==> src/hw/rv_isa_pkg.sv <==
// RV64I instruction set definitions covering field types, opcodes, function codes and ALU ops
`default_nettype none

package rv_isa_pkg;

  localparam int xlen = 64;

  typedef logic [xlen-1:0] word_t;
  typedef logic [31:0]     inst_t;
  typedef logic [4:0]      reg_idx_t;
  typedef logic [5:0]      shamt_t;
  typedef logic [6:0]      opcode_t;
  typedef logic [2:0]      funct3_t;
  typedef logic [6:0]      funct7_t;

  localparam opcode_t opcode_op     = 7'b0110011;
  localparam opcode_t opcode_op_imm = 7'b0010011;
  localparam opcode_t opcode_lui    = 7'b0110111;
  localparam opcode_t opcode_branch = 7'b1100011;

  // Register and immediate ALU group
  localparam funct3_t funct3_add_sub = 3'b000;
  localparam funct3_t funct3_sll     = 3'b001;
  localparam funct3_t funct3_slt     = 3'b010;
  localparam funct3_t funct3_sltu    = 3'b011;
  localparam funct3_t funct3_xor     = 3'b100;
  localparam funct3_t funct3_srl_sra = 3'b101;
  localparam funct3_t funct3_or      = 3'b110;
  localparam funct3_t funct3_and     = 3'b111;

  // Branch group
  localparam funct3_t funct3_beq  = 3'b000;
  localparam funct3_t funct3_bne  = 3'b001;
  localparam funct3_t funct3_blt  = 3'b100;
  localparam funct3_t funct3_bge  = 3'b101;
  localparam funct3_t funct3_bltu = 3'b110;
  localparam funct3_t funct3_bgeu = 3'b111;

  localparam funct7_t funct7_base = 7'b0000000;
  localparam funct7_t funct7_alt  = 7'b0100000; // SUB, SRA, SRAI

  typedef enum logic [4:0] {
    alu_add,
    alu_sub,
    alu_sll,
    alu_slt,
    alu_sltu,
    alu_xor,
    alu_srl,
    alu_sra,
    alu_or,
    alu_and,
    alu_lui,  // Immediate passes straight through
    alu_beq,
    alu_bne,
    alu_blt,
    alu_bge,
    alu_bltu,
    alu_bgeu
  } alu_op_t;

endpackage

`default_nettype wire
==> src/hw/rv_pipe_pkg.sv <==
// Pipeline sizes, reset values and the stage-to-stage records of the core
`default_nettype none

package rv_pipe_pkg;

  import rv_isa_pkg::*;

  localparam int imem_words = 64;

  typedef logic [$clog2(imem_words)-1:0] imem_addr_t;
  typedef logic [xlen-1:0]               pc_t;

  localparam word_t sp_reset_value = 64'd128; // Initial stack pointer in x2

  typedef struct packed {
    logic  valid;
    pc_t   pc;
    inst_t inst;
  } fetch_t;

  typedef struct packed {
    logic     valid;
    alu_op_t  op;
    reg_idx_t rd;
    logic     rd_we;
    word_t    op_a;
    word_t    op_b;   // rs2 value or I immediate
    word_t    imm;
    pc_t      pc;
    logic     branch;
  } issue_t;

  typedef struct packed {
    logic     valid;
    reg_idx_t rd;
    word_t    value;
  } retire_t;

endpackage

`default_nettype wire

==> src/hw/rv_fetch.sv <==
// Fetch stage holding the loadable instruction memory, the pc and the fetch register
`timescale 1ns/1ps
`default_nettype none

module rv_fetch
  import rv_isa_pkg::*;
  import rv_pipe_pkg::*;
(
  input  logic       clk_div,
  input  logic       reset,
  input  logic       run,
  input  logic       imem_we,
  input  imem_addr_t imem_addr,
  input  inst_t      imem_wdata,
  input  logic       stall,
  input  logic       redirect,
  input  pc_t        redirect_pc,
  output fetch_t     fetch_out
);

  inst_t      imem [imem_words];
  pc_t        pc;
  imem_addr_t rd_addr;
  inst_t      rd_data;

  assign rd_addr = pc[2 +: $bits(imem_addr_t)]; // Word address, wraps past the end
  assign rd_data = imem[rd_addr];

  always_ff @(posedge clk_div) begin
    if (imem_we) begin
      imem[imem_addr] <= imem_wdata;
    end
  end

  always_ff @(posedge clk_div) begin
    if (!reset) begin
      pc              <= '0;
      fetch_out.valid <= 1'b0;
    end else if (redirect) begin
      pc              <= redirect_pc; // Drop the younger fetch
      fetch_out.valid <= 1'b0;
    end else if (!stall) begin
      fetch_out.valid <= run;
      if (run) begin
        fetch_out.pc   <= pc;
        fetch_out.inst <= rd_data;
        pc             <= pc + 64'd4;
      end
    end
  end

endmodule

`default_nettype wire

==> config.mk <==
export PLATFORM = sky130hd
export DESIGN_NAME = rv_fetch
export DESIGN_NICKNAME = d
export VERILOG_FILES = /design/src/hw/rv_isa_pkg.sv /design/src/hw/rv_pipe_pkg.sv /design/src/hw/rv_fetch.sv
export SDC_FILE = /design/constraint.sdc
export NUM_CORES = 2
export LEC_CHECK = 0
export BUFFER_PORTS_ARGS = -buffer_cell sky130_fd_sc_hd__buf_2
export CORE_MARGIN = 5
export CORE_UTILIZATION = 45
export CTS_CLUSTER_DIAMETER = 80
export DETAILED_ROUTE_END_ITERATION = 8
export GPL_TIMING_DRIVEN = 0
export PLACE_DENSITY = 0.6
export SYNTH_ARGS = -nofsm -noshare
export SYNTH_HDL_FRONTEND = slang
export SYNTH_SLANG_ARGS = --single-unit
==> constraint.sdc <==
create_clock -name clk_div -period 4.6 [get_ports clk_div]
set_input_delay 0.46 -clock clk_div [delete_from_list [all_inputs] [get_ports clk_div]]
set_output_delay 0.46 -clock clk_div [all_outputs]
set_load 0.02 [all_outputs]
## After elaboration in Yosys (flattened, before gate mapping)

Memory sizes are Yosys's and may differ from the RTL's. A register that Yosys moved wholly into a read port is not among the register bits.
Index checks and enable logic that the tools add are counted.

| storage, ports and cells | value |
|---|---|
| bits in registers | 129 |
| RAM bits | 2,048 |
| output and inout port bits | 97 |
| logic and storage cells | 18 |
| memories kept | 1 |

| operators by class | value |
|---|---|
| add/sub/neg operators | 1 |
| eq/ne operators | 1 |
| muxes and demuxes | 5 |
| bitwise operators | 3 |
| reductions and logical operators | 4 |

Memories:

| memory | words | width | read ports | clocked after memory_dff | wr ports | RTL line | RTL |
|---|---|---|---|---|---|---|---|
| imem | 64 | 32 | 1 | 1 | 1 | rv_fetch.sv:21 | `inst_t imem [imem_words];` |

Operators by type and width:

| cell | number |
|---|---|
| two-way mux 64 bit | 3 |
| adder 64 x 3 -> 64 bit, second input constant | 1 |
| AND reduction 4 bit | 1 |
| inverter 1 bit | 3 |
| two-way mux 1 bit | 2 |
| != test 2 x 1 -> 1 bit, second input constant | 1 |
| AND reduction 2 bit | 1 |
| nonzero test 2 bit | 1 |
| OR reduction 2 bit | 1 |

## Longest topological paths before layout

| logic depth | value |
|---|---|
| depth after elaboration | 4 |
| mapped depth | 10 |

## Worst setup path after synthesis

Ideal clock, no wire load.

| timing | value |
|---|---|
| path type | input port to flip-flop |
| start | input imem_addr[3] |
| end | memory imem[48][0] in the netlist's numbering (enable) |
| library setup time | 461 ps |
| data arrival time | 3,184 ps |
| slack | 955 ps |
| stages | 4 |
| buffers on the path | 1 |
| cells stage by stage | clkbuf_1 -> nor2b_1 -> nand4b_1 -> nor3_1 |

RTL lines:

| item | RTL line | RTL |
|---|---|---|
| start, declared | rv_fetch.sv:13 | `input imem_addr_t imem_addr,` |
| end, declared | rv_fetch.sv:21 |  |

Straight into the memory's write port.

==> results.yml <==
timing:
  rsz0062_at_grt: "false"
  finalHoldViolations: 0
  min_period_ns: 4.59
  setup_viol_count_final: 0
  timing.hold.ws_ns: 0.0472
  worstMarginPinSlew_ns: 1.55
  finClkSkew_ns: 0.0581
  slew_headroom_pct: -3.25
  drv_slew: 22
  fmax_mhz: 218
  fin_crit_sh_pct: 99.8
min_path:
  worstHoldEndpoint: "pc[20]"
  min-delay-start: "redirect_pc[20]"
  min_path_type: "in -> reg"
  worst_hold_path.num_cells: 3
logic_synthesis:
  synth_top_family_by_area: "multiplexers"
  synth_fa_ha_area_share_pct: 0.0148
  netlist_area_um2: 84800
  synthFlopType: "edfxtp_1"
  synth_edf_count: 2144
  synth-xor-area-share_pct: 0.609
  synth-compound-area-share_pct: 3.05
  ys_warn_count: 0
  synth_simple_gate_area_share_pct: 2.50
  synthMuxAreaShare_pct: 15.0
  synth_seq_area_share_pct: 77.4
  synthArstFlopShare_pct: 0
  yosys_register_bits: 2209
  avgSynthCellArea_um2: 21.1
  synth_cell_types: 60
  syn_nets: 4119
  netlist_instances: 4010
global_route:
  grt_pass1_vias: 44133
  grt_max_degree: 71
  grt_first_pass_wirelength_um: 342000
  grtUsageTotal_pct: 24.7
  antenna_found_initial: 18
  overflow: 0
setup_path:
  cp_max_fo: 10
  rr_worst_depth: 9
  worstSetupEndpointType: "register"
  critPathKind: "reg -> reg"
  cp_data_required_time_ns: 5.04
  r2r_start: "pc[4]"
  startpoint_type: "register"
  cp.arrival_ns: 5.04
  r2r_slack_ns: 0.007
  reg2reg_to: "fetch_out[31]"
floorplanning:
  die_h_um: 444
  row_count: 159
  initial_core_util_pct: 45.2
  io_pins: 205
  die_w_um: 444
  dieArea_um2: 197000
  core_area_um2: 188000
power_and_ir_drop:
  p_leak_nw: 30.9
  powerDensity_nw_per_um2: 432
  total_power_mw: 42.8
  peakVddDrop_mv: 0.378
place:
  gp_congestion: 0.847
  port_buffers: 198
  dp_hpwl_um: 161000
drt:
  route.vias.total: 44007
  drt_iter0_drc: 5480
  wl_per_cell_um: 33.8
  dr.pass1.iters: 5
  routed_via_density: 6.05
  wl_um: 246000
  drc: 0
  postRouteAntennaNets: 0
final_layout:
  nNetsFinal: 4690
  final_cell_mix: "edfxtp_1 (2144), mux4_2 (466), buf_2 (284), clkbuf_16 (224), mux2i_1 (215)"
  area_delta_synth_final_pct: 16.9
  final_common_cell: "edfxtp_1"
  drive_above_1_share_pct: 26.9
clocking:
  cts_sinks: 2209
  cts_setup_buffers: 0
  cts_tree: "yes"
  cts_buffer_depth: 3
  root_buffer: "clkbuf_16"
  worstSkewPairLatency_ns: 0.86
  cts_buffers: 220
  path_clk_slew_ns: 0.06
  cts_max_level: 4
job:
  maxCapViolCount: 2
run_status:
  status: "finished, violations left"
  failed_checks: "max-capacitance violations, max-slew violations"
power breakdown:
group	internal [mW]	total [mW]	leakage, nW	switching, mW
clock	10.2	17.8	3.50	7.66
sequential	22.3	22.4	19.9	0.0786
combinational	0.909	2.64	7.50	1.73
total	33.3	42.8	30.9	9.47
per-stage QoR:
step / setup slack (ns) / instance area [um2] / instances / utilization [%] / setup TNS [ns]
finish: 0.00704 / 99100 / 7274 / 52.8 / 0
global route: 0.0341 / 99100 / 7269 / 52.8 / 0
CTS: 0.0392 / 99100 / 7262 / 52.8 / 0
detailed placement: -0.216 / 91200 / 6786 / 48.6 / -1.30
global placement: -2.79 / 88900 / 6703 / 47.4 / -1086.49
floorplan: 0.955 / 84800 / 4010 / - / 0
cell usage after synthesis, types with 11 or more instances:
| cell type | n | area [um2] |
|---|---|---|
| nor2b_1 | 15 | 93.8 |
| o22ai_1 | 41 | 257 |
| nand2b_1 | 23 | 144 |
| mux2i_1 | 215 | 2150 |
| buf_2 | 86 | 430 |
| xnor2_1 | 31 | 272 |
| clkbuf_1 | 83 | 312 |
| buf_1 | 14 | 52.6 |
| o21ai_1 | 19 | 95.1 |
| dfxtp_1 | 65 | 1300 |
| buf_4 | 30 | 225 |
| o211ai_1 | 17 | 128 |
| a21oi_1 | 87 | 435 |
| o21ai_0 | 67 | 335 |
| mux4_2 | 466 | 10500 |
| nand4_1 | 26 | 163 |
| a31oi_1 | 11 | 68.8 |
| nand2_1 | 121 | 454 |
| edfxtp_1 | 2144 | 64400 |
| nand3_1 | 46 | 230 |
| nor3_1 | 17 | 85.1 |
| xor2_1 | 28 | 245 |
| a221oi_1 | 19 | 166 |
| nor2_1 | 102 | 383 |
| and2_1 | 15 | 93.8 |
| and3_1 | 11 | 68.8 |
| a22oi_1 | 117 | 878 |
state kept, by name, indices dropped and copies added (netlist names):
register,count
pc,64
fetch_out,97
imem,2048
repair_timing:
action,4_1_cts,5_1_grt
hold buffers,69,0
pin swaps,0,0
hold endpoints to repair,64,0
setup endpoints to repair,13,10
cloned,0,0
gates resized for setup,1,5
how the worst max path moves through the flow:
stage          cells after the start            end  slack, ns          from
2_1_floorplan                      4    imem[48][0]       0.95  imem_addr[3]
3_3_place_gp                       4   imem[48][27]      -2.79  imem_addr[4]
3_5_place_dp                       8   fetch_out[7]      -0.22         pc[5]
4_1_cts                            9  fetch_out[14]       0.04         pc[2]
5_1_grt                           10  fetch_out[23]       0.03         pc[4]
6_report                           9  fetch_out[31]      0.007         pc[4]
worst max-delay path, stage by stage (launching register included):
cell     delay (ns)
dfxtp_1        0.33
buf_2          0.31
buf_2          0.38
buf_1          0.91
mux2i_1        0.33
a22oi_1        0.13
nand4_1        0.18
nand2_1        0.13
o21ai_0        0.92
o21ai_1        0.56
layout make-up:
cell class | count | area [um2]
antenna | 13 | 32.5
buffer | 218 | 1100
clock buffer | 286 | 5930
clock inverter | 121 | 1250
fill | 14369 | 88500
inverter | 10 | 42.5
multi-input combinational | 1571 | 18500
sequential | 2209 | 65700
tap | 2495 | 3120
timing repair buffer | 351 | 3480
routing by layer:
layer / GRT usage (%) / part of all wire, % / vias up
met5: 0 / 0.11 / -
li1: - / - / 17908
met2: 39.1 / 48 / 2340
met4: 8.88 / 3.7 / 8
met3: 5.50 / 9.7 / 413
met1: 34.0 / 39 / 23338
cells by family after synthesis:
| logic type | count (synthesis) |
|---|---|
| flops | 2209 |
| simple gates | 416 |
| xor+xnor | 59 |
| buf+inv | 230 |
| mux | 691 |
| fa+ha+maj | 1 |
| compound gates | 404 |
No activity file was read; power rests on OpenSTA's default activity.
