[config.mk]
export PLATFORM = sky130hd
export DESIGN_NAME = rv_decode
export DESIGN_NICKNAME = d
export VERILOG_FILES = /design/src/hw/rv_isa_pkg.sv /design/src/hw/rv_pipe_pkg.sv /design/src/hw/rv_decode.sv
export SDC_FILE = /design/constraint.sdc
export NUM_CORES = 1
export LEC_CHECK = 0
export BUFFER_PORTS_ARGS = -buffer_cell sky130_fd_sc_hd__buf_2
export CORE_AREA = 2 2 225 227
export DETAILED_ROUTE_END_ITERATION = 8
export DIE_AREA = 0 0 227 229
export GPL_ROUTABILITY_DRIVEN = 0
export HOLD_SLACK_MARGIN = 0.12
export MAX_ROUTING_LAYER = met4
export PLACE_DENSITY = 0.38
export SYNTH_ARGS = -nofsm -noshare
export SYNTH_HDL_FRONTEND = slang
export SYNTH_SLANG_ARGS = --single-unit
[constraint.sdc]
create_clock -name clk_div -period 3.76 [get_ports clk_div]
set_input_delay 0.752 -clock clk_div [delete_from_list [all_inputs] [get_ports clk_div]]
set_output_delay 0.752 -clock clk_div [all_outputs]
set_load 0.05 [all_outputs]
[src/hw/rv_isa_pkg.sv]
// RV64I instruction set definitions covering field types, opcodes, function codes and ALU ops
`default_nettype none

package rv_isa_pkg;

  localparam int xlen = 64;

  typedef logic [xlen-1:0] word_t;
  typedef logic [31:0]     inst_t;
  typedef logic [4:0]      reg_idx_t;
  typedef logic [5:0]      shamt_t;
  typedef logic [6:0]      opcode_t;
  typedef logic [2:0]      funct3_t;
  typedef logic [6:0]      funct7_t;

  localparam opcode_t opcode_op     = 7'b0110011;
  localparam opcode_t opcode_op_imm = 7'b0010011;
  localparam opcode_t opcode_lui    = 7'b0110111;
  localparam opcode_t opcode_branch = 7'b1100011;

  // Register and immediate ALU group
  localparam funct3_t funct3_add_sub = 3'b000;
  localparam funct3_t funct3_sll     = 3'b001;
  localparam funct3_t funct3_slt     = 3'b010;
  localparam funct3_t funct3_sltu    = 3'b011;
  localparam funct3_t funct3_xor     = 3'b100;
  localparam funct3_t funct3_srl_sra = 3'b101;
  localparam funct3_t funct3_or      = 3'b110;
  localparam funct3_t funct3_and     = 3'b111;

  // Branch group
  localparam funct3_t funct3_beq  = 3'b000;
  localparam funct3_t funct3_bne  = 3'b001;
  localparam funct3_t funct3_blt  = 3'b100;
  localparam funct3_t funct3_bge  = 3'b101;
  localparam funct3_t funct3_bltu = 3'b110;
  localparam funct3_t funct3_bgeu = 3'b111;

  localparam funct7_t funct7_base = 7'b0000000;
  localparam funct7_t funct7_alt  = 7'b0100000; // SUB, SRA, SRAI

  typedef enum logic [4:0] {
    alu_add,
    alu_sub,
    alu_sll,
    alu_slt,
    alu_sltu,
    alu_xor,
    alu_srl,
    alu_sra,
    alu_or,
    alu_and,
    alu_lui,  // Immediate passes straight through
    alu_beq,
    alu_bne,
    alu_blt,
    alu_bge,
    alu_bltu,
    alu_bgeu
  } alu_op_t;

endpackage

`default_nettype wire
[src/hw/rv_pipe_pkg.sv]
// Pipeline sizes, reset values and the stage-to-stage records of the core
`default_nettype none

package rv_pipe_pkg;

  import rv_isa_pkg::*;

  localparam int imem_words = 64;

  typedef logic [$clog2(imem_words)-1:0] imem_addr_t;
  typedef logic [xlen-1:0]               pc_t;

  localparam word_t sp_reset_value = 64'd128; // Initial stack pointer in x2

  typedef struct packed {
    logic  valid;
    pc_t   pc;
    inst_t inst;
  } fetch_t;

  typedef struct packed {
    logic     valid;
    alu_op_t  op;
    reg_idx_t rd;
    logic     rd_we;
    word_t    op_a;
    word_t    op_b;   // rs2 value or I immediate
    word_t    imm;
    pc_t      pc;
    logic     branch;
  } issue_t;

  typedef struct packed {
    logic     valid;
    reg_idx_t rd;
    word_t    value;
  } retire_t;

endpackage

`default_nettype wire

[src/hw/rv_decode.sv]
// Decode stage with field split, immediates, ALU op selection and the hazard interlock
`timescale 1ns/1ps
`default_nettype none

module rv_decode
  import rv_isa_pkg::*;
  import rv_pipe_pkg::*;
(
  input  logic     clk_div,
  input  logic     reset,
  input  fetch_t   fetch_in,
  input  logic     redirect,
  input  word_t    rs1_value,
  input  word_t    rs2_value,
  input  retire_t  retire_in,
  output reg_idx_t rs1_idx,
  output reg_idx_t rs2_idx,
  output logic     stall,
  output issue_t   issue_out
);

  inst_t    inst;
  opcode_t  opcode;
  funct3_t  funct3;
  funct7_t  funct7;
  reg_idx_t rd;
  word_t    imm_i;
  word_t    imm_u;
  word_t    imm_b;
  logic     use_rs1;
  logic     use_rs2;
  logic     rs1_busy;
  logic     rs2_busy;
  logic     exec_writes;
  logic     shift_ok;
  issue_t   issue_d;

  function automatic alu_op_t alu_from_funct3(input funct3_t f3, input logic alt);
    alu_op_t op;
    case (f3)
      funct3_add_sub: op = alt ? alu_sub : alu_add;
      funct3_sll:     op = alu_sll;
      funct3_slt:     op = alu_slt;
      funct3_sltu:    op = alu_sltu;
      funct3_xor:     op = alu_xor;
      funct3_srl_sra: op = alt ? alu_sra : alu_srl;
      funct3_or:      op = alu_or;
      default:        op = alu_and;
    endcase
    return op;
  endfunction

  assign inst    = fetch_in.inst;
  assign opcode  = inst[6:0];
  assign rd      = inst[11:7];
  assign funct3  = inst[14:12];
  assign rs1_idx = inst[19:15];
  assign rs2_idx = inst[24:20];
  assign funct7  = inst[31:25];

  assign imm_i = {{52{inst[31]}}, inst[31:20]};
  assign imm_u = {{32{inst[31]}}, inst[31:12], 12'b0};
  assign imm_b = {{51{inst[31]}}, inst[31], inst[7], inst[30:25], inst[11:8], 1'b0};

  // RV64 shift immediates carry shamt[5] in bit 25
  assign shift_ok = (funct7[6:1] == funct7_base[6:1]) ||
                    (funct3 == funct3_srl_sra && funct7[6:1] == funct7_alt[6:1]);

  always_comb begin
    use_rs1        = 1'b0;
    use_rs2        = 1'b0;
    issue_d.op     = alu_add;
    issue_d.rd     = rd;
    issue_d.rd_we  = 1'b0; // Unknown encodings become bubbles
    issue_d.op_a   = rs1_value;
    issue_d.op_b   = rs2_value;
    issue_d.imm    = imm_i;
    issue_d.pc     = fetch_in.pc;
    issue_d.branch = 1'b0;
    case (opcode)
      opcode_op: begin
        use_rs1       = 1'b1;
        use_rs2       = 1'b1;
        issue_d.op    = alu_from_funct3(funct3, funct7 == funct7_alt);
        issue_d.rd_we = (funct7 == funct7_base) || (funct7 == funct7_alt &&
                        (funct3 == funct3_add_sub || funct3 == funct3_srl_sra));
      end
      opcode_op_imm: begin
        use_rs1       = 1'b1;
        issue_d.op_b  = imm_i;
        issue_d.op    = alu_from_funct3(funct3, funct3 == funct3_srl_sra && funct7[5]);
        issue_d.rd_we = (funct3 != funct3_sll && funct3 != funct3_srl_sra) || shift_ok;
      end
      opcode_lui: begin
        issue_d.op    = alu_lui;
        issue_d.imm   = imm_u;
        issue_d.rd_we = 1'b1;
      end
      opcode_branch: begin
        use_rs1        = 1'b1;
        use_rs2        = 1'b1;
        issue_d.imm    = imm_b;
        issue_d.branch = 1'b1;
        case (funct3)
          funct3_beq:  issue_d.op = alu_beq;
          funct3_bne:  issue_d.op = alu_bne;
          funct3_blt:  issue_d.op = alu_blt;
          funct3_bge:  issue_d.op = alu_bge;
          funct3_bltu: issue_d.op = alu_bltu;
          funct3_bgeu: issue_d.op = alu_bgeu;
          default:     issue_d.branch = 1'b0;
        endcase
      end
      default: ;
    endcase
    issue_d.valid = fetch_in.valid && !redirect;
  end

  // Interlock against the instruction in execute and the pending register write
  assign exec_writes = issue_out.valid && issue_out.rd_we;
  assign rs1_busy = use_rs1 && rs1_idx != '0 &&
                    ((exec_writes && issue_out.rd == rs1_idx) ||
                     (retire_in.valid && retire_in.rd == rs1_idx));
  assign rs2_busy = use_rs2 && rs2_idx != '0 &&
                    ((exec_writes && issue_out.rd == rs2_idx) ||
                     (retire_in.valid && retire_in.rd == rs2_idx));
  assign stall = fetch_in.valid && (rs1_busy || rs2_busy);

  always_ff @(posedge clk_div) begin
    if (!reset) begin
      issue_out.valid <= 1'b0;
    end else begin
      issue_out       <= issue_d;
      issue_out.valid <= issue_d.valid && !stall; // Bubble while a source is pending
    end
  end

endmodule

`default_nettype wire

After elaboration in Yosys (flattened, before gate mapping) --
Cells that the tools add are included. Widths: inputs -> output; s select.
Word-level totals: register bits after elaboration 237, word-level logic and storage cells 75, output and inout port bits 280
Operators by class: reduce and logical (&&, ||, !) cells 33, equality and inequality tests 19, mux-type cells 14
Operator list (count):
- $mux 64 | 1
- $pmux 31 s2 | 1
- $pmux 4 s7 | 2
- $pmux 5 s6 | 1
- $eq 7x6->1 const B | 3
- $eq 5x5->1 | 4
- $pmux 5 s4 | 1
- $logic_and 1x1->1 | 16
- $eq 3x3->1 const B | 4
- $reduce_bool 5->1 | 2
- $eq 7x5->1 const B | 1
- $eq 7x7->1 const B | 1
- $logic_not 7->1 | 1
- $logic_or 1x1->1 | 7
- $mux 1 | 7
- $eq 3x2->1 const B | 2
- $eq 6x5->1 const B | 1
- $logic_not 6->1 | 1
- $reduce_or 6->1 | 1
- $eq 3x1->1 const B | 1
- $logic_not 3->1 | 1
- $ne 3x1->1 const B | 1
- $ne 3x3->1 const B | 1
- $pmux 1 s3 | 1
- 3 further kinds | 4

Logic depth before layout (Yosys ltp) --
Gate-level depths: netlist of the first run.
depth in word-level cells 9, mapped depth 7, mapped depth without buffers 5

Least setup slack after synthesis of the first run --
OpenSTA, ideal clock, no wires.
path kind input to output, start input port fetch_in[21] in the netlist's numbering, end output port stall, arrival time 2.188 ns, stages on the path 6, setup slack 0.820 ns, path buffers 1, required time 3.008 ns, path through clkbuf_1 -> xnor2_1 -> nand4_1 -> o22ai_1 -> a22oi_2 -> nor2b_1
On the way: cells in the longest elaborated chain, start to end 6
Ends and longest elaborated chain:
- start, declared | RTL line rv_decode.sv:11 | input fetch_t fetch_in,
- $eq 5x5->1 (on tied branches) | RTL line rv_decode.sv:125, rv_decode.sv:126
- $logic_and 1x1->1 (on tied branches) | RTL line rv_decode.sv:125, rv_decode.sv:126
- $logic_or 1x1->1 | RTL line rv_decode.sv:125 | ((exec_writes && issue_out.rd == rs2_idx) ||
- $logic_and 1x1->1 * | RTL line rv_decode.sv:124 | assign rs2_busy = use_rs2 && rs2_idx != '0 &&
- $logic_or 1x1->1 * | RTL line rv_decode.sv:127 | assign stall = fetch_in.valid && (rs1_busy || rs2_busy);
- $logic_and 1x1->1 * | RTL line rv_decode.sv:127
- end, declared | RTL line rv_decode.sv:18 | output logic stall,
Every way passes the cells marked *; elsewhere a longest branch is shown, timed or not.

Worst setup path after layout of the first run --
start input port fetch_in[2] in the netlist's numbering, end output port stall
On the way: cells in the longest elaborated chain, start to end 7
Ends and longest elaborated chain:
- $eq 7x7->1 (tied with other cells) | RTL line rv_decode.sv:80 | case (opcode)
- $reduce_or 3->1 (no source line) / $reduce_or 2->1 (equally long branches)
- $mux 1 | RTL line rv_decode.sv:80
- $logic_and 1x1->1 (on tied branches) (2 in a row) | RTL line rv_decode.sv:121, rv_decode.sv:124
- $logic_or 1x1->1 * | RTL line rv_decode.sv:127
- $logic_and 1x1->1 * | RTL line rv_decode.sv:127
Marks and branches as above.

==> metrics.cfg, run 1 <==
[synth]
syn_avg_cell_area_um2=17.4
ys_async_sr_fraction=0
ys_ff_latch=237
synth_edf_count=236
synth_nets=811
synth_area_um2=8940
yosysWarnings=0
syn_inst=513
ys.flop_type=edfxtp_1
ys_types=42
synth_seq_area_share=0.795

[layout]
reg_top3=issue_out x237
final_cells=1698
layout_commonest_cell=buf_2
largest_reg_flops=237
final_util=0.261
drive_gt1_frac=0.560
final_cell_mix=buf_2, edfxtp_1, a21o_1, nand2_1, clkbuf_16
layout.nets=1297
area_growth_pct=44.8
top_register=issue_out
nFillCells=5310

[sta]
final-setup-viol-count=0
hold_viol_final=0
finClkSkew_ns=0.00379
tightest_slew_ns=0.835
slew_violations=0
layout_min_cycle_time_ns=2.97
tns_ns=0
slew_headroom=0.443
min_period_over_period=0.790
fmax_ghz=0.337
rsz0062_at_grt=false
hold_slack_ns=0.351
fin_ws_ns=0.788

[drt]
via_per_inst=3.65
routed_wl_mm=30.7
drtIter0Drc=309
antenna_left=0
drt_first_pass_iters=5
drcViolationCount=0
wire_per_inst_um=18.1
vias=6197

[power]
seq_power_share=0.439
powerDensity_nw_per_um2=563
power.switching_mw=2.32
comb_power_share=0.193
p_int_mw=4.97
p_sw_frac=0.318
clkPwrFrac=0.368
irDropWorstVdd_uv=313
cellLeakagePower_nw=5.62

[place]
pre_cts_ws_ns=0.792
numPortBuffers=513
hpwl_mm=23.1
post-place-cells=1640

[hold_path]
worst_hold_path_type=in2reg

[die]
rows=82
die_h_um=229
design.core.area_um2=49700
fp.dieW_um=227
dieArea_um2=52000
ios=578
start_util=0.180

[setup_path]
crit_slowest_cell=and4bb_1
arrival_ns=2.22
path_class=in2out
cp_top_family=simple AND/OR/NAND/NOR gates
cpPeakStageDelay_ns=0.49
worst_setup_path_end_kind=output pin
path_common_cell=buf_2
cp.required_ns=3.01
path_cells=buf_2, and4bb_1, nand3_1, a21oi_1, a22oi_2, nor2b_1, buf_2
cp_max_fo=7
start_kind=primary input
worst-path-buf-inv=2

[run_status]
status=complete, no violations

[global_routing]
track_usage=0.114
grt-ovfl-total=0
antenna_found_initial=5
grt_pass1_wl_mm=42.3
grt_pass1_vias=6262
grt_max_degree=80

[cts]
hold_buffers=0
cts_setup_buffers=0
tritoncts=done
clock_sinks=237
cts_buffers=29
cts_root_buffer=clkbuf_16
htreeDepth=1
clk_pin_slew_ns=0.06
ctsResizeCount=0
clockBufferDepth=3
insertion_delay_ns=0.57

[flow_run]
maxCapViolCount=0

-- metal layers --
metal  part of all wire  track usage  wire length (µm)
met5                  0            -                 0
met4              0.019       0.0306               595
met3               0.10       0.0363              3120
met2               0.50        0.193             15200
met1               0.38        0.128             11700
-- path summary, 6_finish.rpt --
| path | end | startpoint | slack, ns | cells after the start |
|---|---|---|---|---|
| setup / recovery | stall | fetch_in[2] | 0.79 | 7 |
| hold / removal | issue_out[47] | fetch_in[78] | 0.35 | 1 |
| hold reg to reg | issue_out[268] | issue_out[268] | 0.95 | 4 |
| setup reg to reg | issue_out[268] | issue_out[258] | 2.35 | 5 |
-- area by class of cell --
cell class                 count  area [µm²]  area share
clock inverter                15         124     0.00956
multi-input combinational    205        1390       0.107
tap                          672         841      0.0649
sequential                   237        7110       0.549
inverter                       2        7.51    0.000580
clock buffer                  38         779      0.0602
timing repair buffer         524        2700       0.208
antenna                        5        12.5    0.000966
-- kinds of logic after synthesis --
group	Yosys count	share of synthesized area
compound gates	81	0.0655
flops	237	0.795
buf+inv	71	0.0505
simple gates	92	0.0553
xor+xnor	22	0.0215
mux	10	0.0126
-- power groups by stage --
| stage | clock (mW) | combinational [mW] | sequential (mW) |
|---|---|---|---|
| after detailed placement | 0 | 1.43 | 3.26 |
| after global routing | 2.92 | 1.47 | 3.22 |
| after global placement | 0 | 1.43 | 3.25 |
| final | 2.68 | 1.41 | 3.20 |
| after floorplan | 0 | 0.257 | 3.99 |
| after CTS | 2.80 | 1.43 | 3.20 |
-- cells in the mapped netlist (3+ instances only) --
library cell  count  area, µm²
a21o_1           53        398
a22o_1            5       43.8
and2_1            3       18.8
buf_2            16       80.1
buf_4            44        330
clkbuf_1          9       33.8
edfxtp_1        236       7090
mux2_1           10        113
nand2_1          45        169
nand3_1           5       25.0
nand4_1           5       31.3
nor2_1            6       22.5
nor2b_1           7       43.8
nor3_1            3       15.0
o21ai_0           3       15.0
o21ai_1           6       30.0
o22ai_1           6       37.5
xnor2_1          20        175
-- stage by stage --
step	total power, mW	area, µm²
floorplan	4.25	8940
global placement	4.68	12000
detailed placement	4.68	12000
CTS	7.43	12900
global route	7.61	13000
finish	7.29	13000
Power figures use the tool's default switching activity.
==> run 2, diff against run 1 <==
ABC_AREA = 1   (was unset)
CORE_AREA = 2 2 226 228   (was 2 2 225 227)
DIE_AREA = 0 0 228 230   (was 0 0 227 229)
PLACE_DENSITY = 0.39   (was 0.38)
clock period = 2.46 ns   (was 3.76 ns; I/O delays follow)
==> run 2 against run 1 <==
First-iteration DRC count fell by 17%. Die area rose by 0.88%. Core utilization grew 2.9 points. Clock power grew 51%. Total power increased by 55%. Combinational power is 68% higher. Sequential power grew 53%.
==> metrics.cfg, run 2 <==
[die]
dieArea_um2=52400
die_h_um=230
start_util=0.181
rows=82
ios=578
fp.dieW_um=228
design.core.area_um2=49900

[synth]
yosysWarnings=0
ys_async_sr_fraction=0
synth.most_common_cell=edfxtp_1
synth_seq_area_share=0.788
ys_types=24
ys_ff_latch=237
synth_nets=944
syn_inst=646
ys.flop_type=edfxtp_1
synth_area_um2=9010
synth_area_leader_cell=edfxtp_1
synth_area_leaders=edfxtp_1, nand2_1, buf_4
syn_avg_cell_area_um2=14.0
netlist_top_cells_count=edfxtp_1, nand2_1, buf_4, inv_1, nor2_1
yosysTopAreaCellShare=0.786
synth_edf_count=236

[power]
p_int_mw=7.75
cellLeakagePower_nw=6.55
comb_power_share=0.210
clkPwrFrac=0.358
seq_power_share=0.432
p_sw_frac=0.315
irDropWorstVdd_uv=418
power.switching_mw=3.56
powerDensity_nw_per_um2=782

[cts]
clock_sinks=237
insertion_delay_ns=0.55
cts_buffers=29
tritoncts=done
cts_root_buffer=clkbuf_16
clockBufferDepth=3
clk_pin_slew_ns=0.06
htreeDepth=1

[setup_path]
path_common_cell=nand2_1
cpPeakStageDelay_ns=0.49
path_cells=nand2_1, nand2_1, nor2_2, nand3_1, nand2_1, nand2_1, a21oi_2, buf_6
worst_setup_path_end_kind=output pin
cp.required_ns=1.97
arrival_ns=1.87
cp_max_fo=4
crit_slowest_cell=edfxtp_1
start_kind=flop
path_class=reg2out

[drt]
drtIter0Drc=256
via_per_inst=3.64
antenna_left=0
wire_per_inst_um=17.1
drt_first_pass_iters=4
routed_wl_mm=33.8
vias=7208
drcViolationCount=0

[sta]
final-setup-viol-count=0
rsz0062_at_grt=true
min_period_over_period=0.962
slew_headroom=0.569
slew_violations=0
finClkSkew_ns=0.00381
layout_min_cycle_time_ns=2.37
fmax_ghz=0.423
hold_viol_final=0
fin_ws_ns=0.0932
tightest_slew_ns=0.647

[layout]
area_growth_pct=60.5
final_area_um2=14500
reg_top3=issue_out x237
drive_gt1_frac=0.455
layout.nets=1582
largest_reg_flops=237
final_cell_mix=buf_2, edfxtp_1, nand2_1, dlygate4sd3_1, inv_1
final_util=0.290
layout_commonest_cell=buf_2
top_register=issue_out

[place]
numPortBuffers=513
hpwl_mm=25.9
pre_cts_ws_ns=0.279
place_area_um2=12200

[global_routing]
track_usage=0.127
grt_pass1_wl_mm=48.0
antenna_found_initial=7
grt_max_degree=67
grt-ovfl-total=0
grt_pass1_vias=7323

[hold_path]
worst_hold_path_type=in2reg

[flow_run]
maxCapViolCount=0

[run_status]
status=complete, no violations

-- run 2: cell count changes after synthesis, sizes merged, moves of 6 or more --
cell	change
nand2	+153
a21o	-53
nand3	+8
a21oi	+6
nor2b	-7
nor2	+30
xnor2	-20
clkbuf	-7
inv	+41
o21ai	+29
mux2	-10
-- run 2: power by group through the flow --
stage | Combinational [mW] | Clock (mW) | Sequential, mW
after detailed placement | 2.22 | 0 | 4.97
after global placement | 2.22 | 0 | 4.97
after global routing | 2.49 | 4.38 | 4.92
final | 2.37 | 4.05 | 4.89
after CTS | 2.40 | 4.24 | 4.89
after floorplan | 0.391 | 0 | 6.10
-- run 2: area by class of cell --
class,count,area [µm²]
diodes,3,7.51
clock buffers,36,752
clock inverters,15,135
fillers,5234,35400
inverters,43,163
multi-input cells,306,1310
flip-flops and latches,237,7110
well taps,672,841
repair buffers,667,4150
-- run 2: what timing repair did --
action / CTS / global route
setup buffers: 1 / 0
hold buffers: 133 / 0
resized for setup: 2 / 7
endpoints found under the setup margin: 1 / 1
pin swaps: 0 / 4
endpoints found under the hold margin: 133 / 0
-- run 2: final timing paths --
check,from,to,slack [ns],cells past startpoint
min reg2reg,issue_out[268],issue_out[268],0.88,9
max reg2reg,issue_out[261],issue_out[268],1.25,8
max,issue_out[261],stall,0.09,8
min,redirect,issue_out[268],0.18,4
-- run 2: per-layer routing --
| layer | global-route usage | vias up | share of wire |
|---|---|---|---|
| met2 | 0.216 | 316 | 0.50 |
| met3 | 0.0425 | 60 | 0.087 |
| met1 | 0.138 | 3366 | 0.38 |
| met4 | 0.0472 | 0 | 0.033 |
| met5 | - | - | 0 |
| li1 | - | 3466 | - |
-- run 2: cells by family (layout without fill, tap and decap cells) --
kind of cell / after synthesis / after routing / synth area share
AND/OR/NAND/NOR: 254 / 254 / 0.111
other: 0 / 3 / 0
XOR/XNOR: 1 / 1 / 0.000972
buffers and inverters: 103 / 761 / 0.0677
AO/OA/AOI/OAI: 51 / 51 / 0.0322
flip-flops: 237 / 237 / 0.788
-- run 2: per-stage QoR --
step | total power [mW] | setup TNS, ns | hold slack (ns) | instances
after floorplan | 6.49 | 0 | 0.591 | 646
after global placement | 7.19 | 0 | 0.668 | 1791
after detailed placement | 7.19 | 0 | 0.670 | 1791
after CTS | 11.5 | 0 | 0.148 | 1976
after global routing | 11.8 | -0.0193 | 0.171 | 1979
final | 11.3 | 0 | 0.184 | 1979
-- run 2: worst max-delay path, delay by kind of cell (launching register included) --
family                 cells  cell delay [ns]
DFF                        1             0.49
and+or+nand+nor            6             0.50
buffers and inverters      1             0.17
AOI/OAI and AO/OA          1             0.15
